$ cat config.mk
export PLATFORM = sky130hd
export DESIGN_NAME = apbUart
export DESIGN_NICKNAME = d
export VERILOG_FILES = /design/src/source/uartPkg.sv /design/src/source/uartFifo.sv /design/src/source/uartRegisterFile.sv /design/src/source/uartBaudGenerator.sv /design/src/source/uartTransmitPath.sv /design/src/source/uartReceivePath.sv /design/src/source/apbUart.sv
export SDC_FILE = /design/constraint.sdc
export NUM_CORES = 1
export LEC_CHECK = 0
export ABC_AREA = 1
export BUFFER_PORTS_ARGS = -buffer_cell sky130_fd_sc_hd__buf_4
export CAP_MARGIN = 20
export CORE_MARGIN = 3
export CORE_UTILIZATION = 60
export CTS_CLUSTER_DIAMETER = 150
export CTS_CLUSTER_SIZE = 28
export DETAILED_ROUTE_END_ITERATION = 8
export GPL_ROUTABILITY_DRIVEN = 0
export PLACE_DENSITY_LB_ADDON = 0.05
export SKIP_LAST_GASP = 1
export SYNTH_ARGS = -nofsm -noshare
export SYNTH_HDL_FRONTEND = slang
export SYNTH_SLANG_ARGS = --single-unit
$ cat constraint.sdc
create_clock -name CLK -period 11.14 [get_ports CLK]
set_input_delay 2.228 -clock CLK [delete_from_list [all_inputs] [get_ports CLK]]
set_output_delay 2.228 -clock CLK [all_outputs]
set_load 0.005 [all_outputs]
$ cat src/source/uartPkg.sv
/*
 * UART shared definitions
 * Register addresses, widths and the structs passed between the stages
 */
package uartPkg;

	localparam int REG_WIDTH = 8;
	localparam int ADDR_WIDTH = 3;
	localparam int APB_DATA_WIDTH = 32;
	localparam int FIFO_DEPTH = 16;
	localparam int FIFO_COUNT_WIDTH = 5;
	localparam int OVERSAMPLE = 16;

	// Register map, DLAB selects the aliases at 0 and 1
	localparam logic [ADDR_WIDTH-1:0] ADDR_RBR_THR = 3'd0;
	localparam logic [ADDR_WIDTH-1:0] ADDR_DLM_IER = 3'd1;
	localparam logic [ADDR_WIDTH-1:0] ADDR_FCR = 3'd2;
	localparam logic [ADDR_WIDTH-1:0] ADDR_LCR = 3'd3;
	localparam logic [ADDR_WIDTH-1:0] ADDR_MCR = 3'd4;
	localparam logic [ADDR_WIDTH-1:0] ADDR_LSR = 3'd5;
	localparam logic [ADDR_WIDTH-1:0] ADDR_MSR = 3'd6;
	localparam logic [ADDR_WIDTH-1:0] ADDR_SCR = 3'd7;

	// Same bit order as the LCR, dlab on bit 7
	typedef struct packed {
		logic dlab;
		logic bc;
		logic sp;
		logic eps;
		logic pen;
		logic stb;
		logic [1:0] wls;
	} lineCtrl_t;

	typedef struct packed {
		logic sel;
		logic enable;
		logic write;
		logic [ADDR_WIDTH-1:0] addr;
		logic [APB_DATA_WIDTH-1:0] wdata;
	} apbReq_t;

	typedef struct packed {
		logic bi;
		logic fe;
		logic pe;
		logic [REG_WIDTH-1:0] data;
	} rxEntry_t;

	typedef struct packed {
		lineCtrl_t line;
		logic loop;
		logic txClear;
		logic rxClear;
	} uartCtrl_t;

	typedef struct packed {
		logic empty;
		logic full;
		logic running;
	} txStatus_t;

	typedef struct packed {
		rxEntry_t head;
		logic empty;
		logic full;
		logic overrun;
	} rxStatus_t;

endpackage

$ cat src/source/uartFifo.sv
/*
 * UART FIFO
 * Synchronous FIFO with clear, usage count and flags, head shown combinationally
 */
`timescale 1ns/1ns

module uartFifo #(
	parameter int WIDTH = 8
) (
	input  logic CLK,
	input  logic iRST,
	input  logic clear,
	input  logic write,
	input  logic read,
	input  logic [WIDTH-1:0] wdata,
	output logic [WIDTH-1:0] rdata,
	output logic empty,
	output logic full,
	output logic [uartPkg::FIFO_COUNT_WIDTH-1:0] usage
);

	logic [WIDTH-1:0] mem [uartPkg::FIFO_DEPTH];
	logic [$clog2(uartPkg::FIFO_DEPTH)-1:0] wrPtr;
	logic [$clog2(uartPkg::FIFO_DEPTH)-1:0] rdPtr;
	logic doWrite;
	logic doRead;

	assign doWrite = write && !full;
	assign doRead = read && !empty;
	assign empty = usage == '0;
	assign full = usage == uartPkg::FIFO_COUNT_WIDTH'(uartPkg::FIFO_DEPTH);
	assign rdata = mem[rdPtr];

	always_ff @(posedge CLK)
	begin
		if (doWrite)
			mem[wrPtr] <= wdata;
	end

	always_ff @(posedge CLK or posedge iRST)
	begin
		if (iRST)
		begin
			wrPtr <= '0;
			rdPtr <= '0;
			usage <= '0;
		end
		else if (clear)
		begin
			wrPtr <= '0;
			rdPtr <= '0;
			usage <= '0;
		end
		else
		begin
			if (doWrite)
				wrPtr <= wrPtr + 1'b1;
			if (doRead)
				rdPtr <= rdPtr + 1'b1;
			// Simultaneous push and pop leaves the count alone
			case ({doWrite, doRead})
				2'b10: usage <= usage + 1'b1;
				2'b01: usage <= usage - 1'b1;
				default: usage <= usage;
			endcase
		end
	end

endmodule

$ cat src/source/uartRegisterFile.sv
/*
 * UART register file
 * APB decode, configuration registers, sticky line status and read mux
 */
`timescale 1ns/1ns

module uartRegisterFile (
	input  logic CLK,
	input  logic iRST,
	input  uartPkg::apbReq_t apbReq,
	output logic [uartPkg::APB_DATA_WIDTH-1:0] readData,
	output uartPkg::uartCtrl_t ctrl,
	output logic [15:0] divisor,
	output logic thrWrite,
	output logic [uartPkg::REG_WIDTH-1:0] thrData,
	output logic rbrRead,
	input  uartPkg::txStatus_t txStatus,
	input  uartPkg::rxStatus_t rxStatus
);

	logic regWrite;
	logic regRead;
	logic lsrRead;
	logic [uartPkg::REG_WIDTH-1:0] dll;
	logic [uartPkg::REG_WIDTH-1:0] dlm;
	logic [uartPkg::REG_WIDTH-1:0] scr;
	uartPkg::lineCtrl_t lcr;
	logic loopMode;
	logic txClearQ;
	logic rxClearQ;
	logic lsrOe;
	logic lsrPe;
	logic lsrFe;
	logic lsrBi;
	logic rxEmptyQ;
	logic rbrReadQ;
	logic headFresh;
	logic [uartPkg::REG_WIDTH-1:0] lsr;
	logic [uartPkg::REG_WIDTH-1:0] readByte;

	assign regWrite = apbReq.sel && apbReq.enable && apbReq.write;
	assign regRead = apbReq.sel && apbReq.enable && !apbReq.write;
	assign thrWrite = regWrite && apbReq.addr == uartPkg::ADDR_RBR_THR && !lcr.dlab;
	assign thrData = apbReq.wdata[uartPkg::REG_WIDTH-1:0];
	assign rbrRead = regRead && apbReq.addr == uartPkg::ADDR_RBR_THR && !lcr.dlab;
	assign lsrRead = regRead && apbReq.addr == uartPkg::ADDR_LSR;

	assign divisor = {dlm, dll};
	assign ctrl = '{line: lcr, loop: loopMode, txClear: txClearQ, rxClear: rxClearQ};

	// A head is new after a push into an empty FIFO or after a pop
	assign headFresh = !rxStatus.empty && (rxEmptyQ || rbrReadQ);

	always_ff @(posedge CLK or posedge iRST)
	begin
		if (iRST)
		begin
			dll <= '0;
			dlm <= '0;
			scr <= '0;
			lcr <= '0;
			loopMode <= 1'b0;
			txClearQ <= 1'b0;
			rxClearQ <= 1'b0;
		end
		else
		begin
			txClearQ <= 1'b0;
			rxClearQ <= 1'b0;
			if (regWrite)
			begin
				case (apbReq.addr)
					uartPkg::ADDR_RBR_THR: if (lcr.dlab) dll <= thrData;
					uartPkg::ADDR_DLM_IER: if (lcr.dlab) dlm <= thrData;
					uartPkg::ADDR_FCR:
					begin
						rxClearQ <= apbReq.wdata[1];
						txClearQ <= apbReq.wdata[2];
					end
					uartPkg::ADDR_LCR: lcr <= uartPkg::lineCtrl_t'(thrData);
					uartPkg::ADDR_MCR: loopMode <= apbReq.wdata[4];
					uartPkg::ADDR_SCR: scr <= thrData;
					default: ;
				endcase
			end
		end
	end

	// Sticky error bits, a new event wins over the clearing read
	always_ff @(posedge CLK or posedge iRST)
	begin
		if (iRST)
		begin
			lsrOe <= 1'b0;
			lsrPe <= 1'b0;
			lsrFe <= 1'b0;
			lsrBi <= 1'b0;
			rxEmptyQ <= 1'b1;
			rbrReadQ <= 1'b0;
		end
		else
		begin
			rxEmptyQ <= rxStatus.empty;
			rbrReadQ <= rbrRead;
			if (rxStatus.overrun)
				lsrOe <= 1'b1;
			else if (lsrRead)
				lsrOe <= 1'b0;
			if (headFresh && rxStatus.head.pe)
				lsrPe <= 1'b1;
			else if (lsrRead)
				lsrPe <= 1'b0;
			if (headFresh && rxStatus.head.fe)
				lsrFe <= 1'b1;
			else if (lsrRead)
				lsrFe <= 1'b0;
			if (headFresh && rxStatus.head.bi)
				lsrBi <= 1'b1;
			else if (lsrRead)
				lsrBi <= 1'b0;
		end
	end

	// Bit 7 is the FIFO error flag, not kept here
	assign lsr = {1'b0, txStatus.empty && !txStatus.running, txStatus.empty,
		lsrBi, lsrFe, lsrPe, lsrOe, !rxStatus.empty};

	always_comb
	begin
		case (apbReq.addr)
			uartPkg::ADDR_RBR_THR: readByte = lcr.dlab ? dll : rxStatus.head.data;
			uartPkg::ADDR_DLM_IER: readByte = lcr.dlab ? dlm : '0;
			uartPkg::ADDR_FCR: readByte = '0;
			uartPkg::ADDR_LCR: readByte = lcr;
			uartPkg::ADDR_MCR: readByte = {3'b000, loopMode, 4'b0000};
			uartPkg::ADDR_LSR: readByte = lsr;
			uartPkg::ADDR_MSR: readByte = '0;
			default: readByte = scr;
		endcase
	end

	assign readData = {{(uartPkg::APB_DATA_WIDTH - uartPkg::REG_WIDTH){1'b0}}, readByte};

endmodule

$ cat src/source/uartBaudGenerator.sv
/*
 * UART baud generator
 * Divides the clock by the divisor latch into a 16x oversampling tick
 */
`timescale 1ns/1ns

module uartBaudGenerator (
	input  logic CLK,
	input  logic iRST,
	input  logic [15:0] divisor,
	output logic tick16
);

	logic [15:0] count;
	logic [15:0] lastDivisor;
	logic restart;

	// Any change of the divisor starts a fresh period
	assign restart = divisor != lastDivisor;

	// Divisor 0 loads 0 so count never reaches 1
	assign tick16 = !restart && count == 16'd1;

	always_ff @(posedge CLK or posedge iRST)
	begin
		if (iRST)
		begin
			count <= '0;
			lastDivisor <= '0;
		end
		else
		begin
			lastDivisor <= divisor;
			if (restart || count <= 16'd1)
				count <= divisor;
			else
				count <= count - 1'b1;
		end
	end

endmodule

$ cat src/source/uartTransmitPath.sv
/*
 * UART transmit path
 * TX FIFO and serializer for 5 to 8 data bits, parity, 1 to 2 stop bits and break
 */
`timescale 1ns/1ns

module uartTransmitPath (
	input  logic CLK,
	input  logic iRST,
	input  uartPkg::uartCtrl_t ctrl,
	input  logic tick16,
	input  logic thrWrite,
	input  logic [uartPkg::REG_WIDTH-1:0] thrData,
	output logic txLine,
	output uartPkg::txStatus_t status
);

	typedef enum logic [1:0] {stIdle, stLoad, stShift, stStop} txState_t;

	txState_t state;
	logic pop;
	logic fifoEmpty;
	logic fifoFull;
	logic [uartPkg::REG_WIDTH-1:0] fifoData;
	logic [uartPkg::REG_WIDTH-1:0] shiftReg;
	logic [3:0] tickCount;
	logic [3:0] bitsLeft;
	logic [2:0] stopHalves;
	logic parityAcc;
	logic parityBit;
	logic serialLine;
	logic running;

	uartFifo #(.WIDTH(uartPkg::REG_WIDTH)) txFifo_i (
		.CLK(CLK),
		.iRST(iRST),
		.clear(ctrl.txClear),
		.write(thrWrite),
		.read(pop),
		.wdata(thrData),
		.rdata(fifoData),
		.empty(fifoEmpty),
		.full(fifoFull),
		.usage()
	);

	assign pop = state == stIdle && !fifoEmpty;
	// Stick parity sends NOT eps, otherwise XOR of the data flipped for odd
	assign parityBit = (ctrl.line.sp ? 1'b0 : parityAcc) ^ !ctrl.line.eps;
	assign txLine = serialLine && !ctrl.line.bc;
	assign status = '{empty: fifoEmpty, full: fifoFull, running: running};

	always_ff @(posedge CLK)
	begin
		if (pop)
			shiftReg <= fifoData;
		else if (state == stShift && tick16 && tickCount == 4'(uartPkg::OVERSAMPLE - 1)
			&& !(ctrl.line.pen && bitsLeft == 4'd1))
			shiftReg <= shiftReg >> 1;
	end

	always_ff @(posedge CLK or posedge iRST)
	begin
		if (iRST)
		begin
			state <= stIdle;
			serialLine <= 1'b1;
			running <= 1'b0;
			tickCount <= '0;
			bitsLeft <= '0;
			stopHalves <= '0;
			parityAcc <= 1'b0;
		end
		else
		begin
			case (state)
				stIdle:
				begin
					serialLine <= 1'b1;
					parityAcc <= 1'b0;
					if (pop)
					begin
						running <= 1'b1;
						state <= stLoad;
					end
				end
				stLoad:
				begin
					// Start bit, then data plus optional parity
					serialLine <= 1'b0;
					tickCount <= '0;
					bitsLeft <= 4'(ctrl.line.wls) + 4'd5 + 4'(ctrl.line.pen);
					state <= stShift;
				end
				stShift:
				begin
					if (tick16)
					begin
						if (tickCount == 4'(uartPkg::OVERSAMPLE - 1))
						begin
							tickCount <= '0;
							if (bitsLeft == '0)
							begin
								serialLine <= 1'b1;
								// Stop length counted in half bits
								stopHalves <= !ctrl.line.stb ? 3'd2 :
									(ctrl.line.wls == 2'd0 ? 3'd3 : 3'd4);
								state <= stStop;
							end
							else if (ctrl.line.pen && bitsLeft == 4'd1)
								serialLine <= parityBit;
							else
							begin
								serialLine <= shiftReg[0];
								parityAcc <= parityAcc ^ shiftReg[0];
							end
							if (bitsLeft != '0)
								bitsLeft <= bitsLeft - 1'b1;
						end
						else
							tickCount <= tickCount + 1'b1;
					end
				end
				default:
				begin
					if (tick16)
					begin
						if (tickCount == 4'(uartPkg::OVERSAMPLE / 2 - 1))
						begin
							tickCount <= '0;
							stopHalves <= stopHalves - 1'b1;
							if (stopHalves == 3'd1)
							begin
								running <= 1'b0;
								state <= stIdle;
							end
						end
						else
							tickCount <= tickCount + 1'b1;
					end
				end
			endcase
		end
	end

endmodule

$ cat src/source/uartReceivePath.sv
/*
 * UART receive path
 * Input sync, loopback select, 16x oversampling deserializer and RX FIFO
 */
`timescale 1ns/1ns

module uartReceivePath (
	input  logic CLK,
	input  logic iRST,
	input  uartPkg::uartCtrl_t ctrl,
	input  logic tick16,
	input  logic sin,
	input  logic txLine,
	input  logic rbrRead,
	output uartPkg::rxStatus_t status
);

	typedef enum logic [1:0] {stIdle, stStart, stData, stStop} rxState_t;

	rxState_t state;
	logic [1:0] syncQ;
	logic line;
	logic lineQ;
	logic [3:0] tickCount;
	logic [3:0] bitsLeft;
	logic [uartPkg::REG_WIDTH-1:0] shiftReg;
	logic [uartPkg::REG_WIDTH-1:0] aligned;
	logic rxParity;
	logic parityError;
	logic pending;
	uartPkg::rxEntry_t entry;
	uartPkg::rxEntry_t head;
	logic fifoEmpty;
	logic fifoFull;

	uartFifo #(.WIDTH($bits(uartPkg::rxEntry_t))) rxFifo_i (
		.CLK(CLK),
		.iRST(iRST),
		.clear(ctrl.rxClear),
		.write(pending),
		.read(rbrRead),
		.wdata(entry),
		.rdata(head),
		.empty(fifoEmpty),
		.full(fifoFull),
		.usage()
	);

	assign line = ctrl.loop ? txLine : syncQ[1];

	// Bits arrive LSB first into the top, short words need moving down
	assign aligned = shiftReg >> (2'd3 - ctrl.line.wls);
	assign parityError = ctrl.line.pen &&
		(rxParity != ((ctrl.line.sp ? 1'b0 : ^aligned) ^ !ctrl.line.eps));

	assign status = '{head: head, empty: fifoEmpty, full: fifoFull,
		overrun: pending && fifoFull};

	always_ff @(posedge CLK)
	begin
		if (state == stData && tick16 && tickCount == 4'(uartPkg::OVERSAMPLE - 1))
		begin
			if (ctrl.line.pen && bitsLeft == 4'd1)
				rxParity <= line;
			else
				shiftReg <= {line, shiftReg[uartPkg::REG_WIDTH-1:1]};
		end
		if (state == stStop && tick16 && tickCount == 4'(uartPkg::OVERSAMPLE - 1))
		begin
			entry.data <= aligned;
			entry.pe <= parityError;
			entry.fe <= !line;
			entry.bi <= !line && aligned == '0 && !(ctrl.line.pen && rxParity);
		end
	end

	always_ff @(posedge CLK or posedge iRST)
	begin
		if (iRST)
		begin
			syncQ <= 2'b11;
			lineQ <= 1'b1;
			state <= stIdle;
			tickCount <= '0;
			bitsLeft <= '0;
			pending <= 1'b0;
		end
		else
		begin
			syncQ <= {syncQ[0], sin};
			lineQ <= line;
			pending <= 1'b0;
			case (state)
				stIdle:
				begin
					tickCount <= '0;
					if (lineQ && !line)
						state <= stStart;
				end
				stStart:
				begin
					if (tick16)
					begin
						tickCount <= tickCount + 1'b1;
						// Middle of the start bit, reject glitches
						if (tickCount == 4'(uartPkg::OVERSAMPLE / 2 - 1))
						begin
							tickCount <= '0;
							bitsLeft <= 4'(ctrl.line.wls) + 4'd5 + 4'(ctrl.line.pen);
							state <= line ? stIdle : stData;
						end
					end
				end
				stData:
				begin
					if (tick16)
					begin
						tickCount <= tickCount + 1'b1;
						if (tickCount == 4'(uartPkg::OVERSAMPLE - 1))
						begin
							bitsLeft <= bitsLeft - 1'b1;
							if (bitsLeft == 4'd1)
								state <= stStop;
						end
					end
				end
				default:
				begin
					if (tick16)
					begin
						tickCount <= tickCount + 1'b1;
						if (tickCount == 4'(uartPkg::OVERSAMPLE - 1))
						begin
							pending <= 1'b1;
							state <= stIdle;
						end
					end
				end
			endcase
		end
	end

endmodule

$ cat src/source/apbUart.sv
/*
 * APB UART top level
 * Register file, baud generator and both serial paths, with the registered SOUT
 */
`timescale 1ns/1ns

module apbUart (
	input  logic CLK,
	input  logic iRST,
	input  uartPkg::apbReq_t apbReq,
	output logic [uartPkg::APB_DATA_WIDTH-1:0] readData,
	input  logic sin,
	output logic sout
);

	uartPkg::uartCtrl_t ctrl;
	uartPkg::txStatus_t txStatus;
	uartPkg::rxStatus_t rxStatus;
	logic [15:0] divisor;
	logic thrWrite;
	logic [uartPkg::REG_WIDTH-1:0] thrData;
	logic rbrRead;
	logic tick16;
	logic txLine;

	uartRegisterFile registerFile_i (
		.CLK(CLK),
		.iRST(iRST),
		.apbReq(apbReq),
		.readData(readData),
		.ctrl(ctrl),
		.divisor(divisor),
		.thrWrite(thrWrite),
		.thrData(thrData),
		.rbrRead(rbrRead),
		.txStatus(txStatus),
		.rxStatus(rxStatus)
	);

	uartBaudGenerator baudGenerator_i (
		.CLK(CLK),
		.iRST(iRST),
		.divisor(divisor),
		.tick16(tick16)
	);

	uartTransmitPath transmitPath_i (
		.CLK(CLK),
		.iRST(iRST),
		.ctrl(ctrl),
		.tick16(tick16),
		.thrWrite(thrWrite),
		.thrData(thrData),
		.txLine(txLine),
		.status(txStatus)
	);

	uartReceivePath receivePath_i (
		.CLK(CLK),
		.iRST(iRST),
		.ctrl(ctrl),
		.tick16(tick16),
		.sin(sin),
		.txLine(txLine),
		.rbrRead(rbrRead),
		.status(rxStatus)
	);

	// Line idles high, and stays high while the serializer is looped back
	always_ff @(posedge CLK or posedge iRST)
	begin
		if (iRST)
			sout <= 1'b1;
		else
			sout <= ctrl.loop || txLine;
	end

endmodule

==> qor.txt <==
Status: finished, final reports clean
Global-route wire length before repair: 72.0 mm
Post-synthesis cell type count: 49
Cells after DPL: 2298
Period Utilization, post-route: 53.6%
Sink Count: 462
Nets: 1957
Starting Density: 61.8%
DRC: 0
Via count: 13.6k
CTS tree: done
Finished Layout Cells: 2337
Clk buf depth: 3
Crit. End Element: primary output
#FFs+latches synth: 462
Setup violation total in the final timing report: 0
Crit path DAT: 3750 ps
Total track usage: 25.3%
Clock transition at path regs: 110 ps
IO buf count: 25
Most common flop cell mapped by yosys: edfxtp_1
Share of layout cells above drive strength 1: 7.07%
Routed WL per cell: 19.5 um
Crit path kind: primary input to primary output
EDFF count, synth: 332
TritonCTS Buffers: 20
Most frequent cells in the layout: 332 x edfxtp_1, 274 x nor2_1, 267 x o21ai_0
Fmax: 167 MHz
Pwr Density: 158 nW/um2
Largest net degree at the start of global routing: 91
Worst path required time: 8910 ps
Worst-skew pair later-pin latency: 550 ps
# rows: 66
Final HPWL DP: 29.6 mm
Post-Route Skew: 16.4 ps
Ports: 74
RSZ-0062 raised after global routing: false
Hold Crit Class: flip-flop to flip-flop
Die X: 190 um
Die area: 36300 um2
Mapped Avg Cell Area: 10.8 um2
ANT nets after route: 0
1st-iter DRT viols: 1231
Slew headroom: 29.6%
Hold-fix buffers, CTS: 0
Worst-path fanout max: 7
Vias/cell: 5.82
Die Y: 190 um
Commonest non-fill, non-tap cell in the layout: edfxtp_1
Core Region: 33000 um2
Maxcap violations: 0
Leading area contributor after synthesis: edfxtp_1
Drt total wl: 45.6 mm
Peak supply drop: 0.129 mV
H-tree lvl count: 1
Initial antenna violation count: 0
N_diodes: 0
Cells after synthesis: 1882
Slew @ Worst Pin: 1060 ps
Synth top area share: 48.9%
Ys Warns: 0
P_leak: 8.21 nW
Overflow after GRT: 0
Max-slew violations: 0
Min Clock Period, post-route: 5970 ps
Postcts setup bufs: 0
Synth area leaders: edfxtp_1 49%, dfrtp_1 15%, o21ai_0 6.5%
DR pass1 iterations: 6
Post-CTS resize count: 0
Vias in the first global route: 12.9k
Synthesized cell area: 20400 um2
Setup TNS: 0 ps
Area growth, synth to finish: 5.70%
CTS root buf: clkbuf_16
Async SR Flop Fraction: 28.1%
Number of fill cells: 2546
Sequential share of the synthesized area: 64.8%
Hold Vio Cnt, Final: 0
Nature of the critical path startpoint: primary input
-- synthesized netlist by cell type (all sizes together), types with 2 or more instances --
library cell and count:
nor3 19, nand3b 4, mux2i 2, nand4 10, dfrtp 124, or2 3, clkbuf 60, ha 35
xor2 29, o31ai 3, a21oi 38, o22ai 31, a221oi 3, inv 151, nand3 67, clkinv 2
o21bai 2, nor4 2, nor2 283, o21ai 281, xnor2 3, nand2 266, o211ai 11, dfstp 6
o221ai 49, buf 39, edfxtp 332, a31oi 11, a211oi 9
-- worst max-delay path: stages --
cell,delay [ps]
buf_4,120
inv_1,210
nand3_1,260
o21ai_0,350
a221oi_1,100
a21oi_1,310
buf_4,180
-- final cells by class --
| type | instances | area (um2) | area share (%) |
|---|---|---|---|
| Multi-Input combinational cell | 1191 | 6200 | 28.7 |
| Clock inverter | 1 | 16.3 | 0.0754 |
| Clock buffer | 35 | 578 | 2.68 |
| Inverter | 153 | 581 | 2.69 |
| Tap cell | 442 | 553 | 2.56 |
| Sequential cell | 462 | 13200 | 61.4 |
| Timing Repair Buffer | 53 | 405 | 1.88 |
-- kinds of logic after synthesis --
kind of cell	count (synthesis)	share of synthesized area, %
AOI/OAI and AO/OA	443	12.5
buffers and inverters	252	5.22
muxes	2	0.0981
DFF	462	64.8
other	1	0.0184
and+or+nand+nor	655	13.8
xor gates and xnor gates	32	1.37
adders and majority gates	35	2.15
-- state kept, by name (all words and copies together) (netlist names), 5 cells and up --
register                       flops
receivePath_i.rxFifo_i.mem       176
transmitPath_i.txFifo_i.mem      128
baudGenerator_i.count             16
baudGenerator_i.lastDivisor       16
receivePath_i.entry               11
receivePath_i.shiftReg             8
registerFile_i.ctrl                8
registerFile_i.dll                 8
registerFile_i.dlm                 8
registerFile_i.scr                 8
transmitPath_i.shiftReg            8
receivePath_i.rxFifo_i.usage       5
transmitPath_i.txFifo_i.usage      5
-- layer usage --
metal  global-route usage [%]  wire length [um]  vias to the layer above
met5                        0                 0                        -
met4                     5.02               939                        0
met3                     2.06              2290                       49
met2                     42.8             22300                      378
met1                     36.8             20100                     6669
li1                         -                 -                     6514
-- stage by stage --
step	setup WS [ps]	hold WS (ps)	utilization, %	total power [W]	instance area, um2
6_report	5170	367	65.3	0.00341	21600
2_1_floorplan	5450	345	-	0.00241	20500
3_5_place_dp	5180	352	63.4	0.00257	20900
3_3_place_gp	5190	346	63.3	0.00255	20900
5_1_grt	5070	375	65.3	0.00357	21600
4_1_cts	5170	367	65.2	0.00343	21500
-- final timing paths --
check / startpoint / endpoint / slack [ps] / depth (start not counted)
max in group asynchronous: iRST / receivePath_i.rxFifo_i.rdPtr[0] / 8080 / 3
min in group asynchronous: iRST / receivePath_i.bitsLeft[1] / 1750 / 2
min reg2reg: receivePath_i.syncQ[0] / receivePath_i.syncQ[1] / 370 / 0
max: apbReq[34] / readData[1] / 5170 / 7
max reg2reg: registerFile_i.ctrl[3] / receivePath_i.entry[8] / 8330 / 11
min: receivePath_i.syncQ[0] / receivePath_i.syncQ[1] / 370 / 0
-- where the power goes --
group	internal [W]	total, W	leakage, nW	switching (W)
clock network	0.000363	0.000874	0.283	0.000511
registers	0.00190	0.00197	4.59	0.0000669
logic	0.000182	0.000569	3.34	0.000387
(Power assumes the default switching activity.)
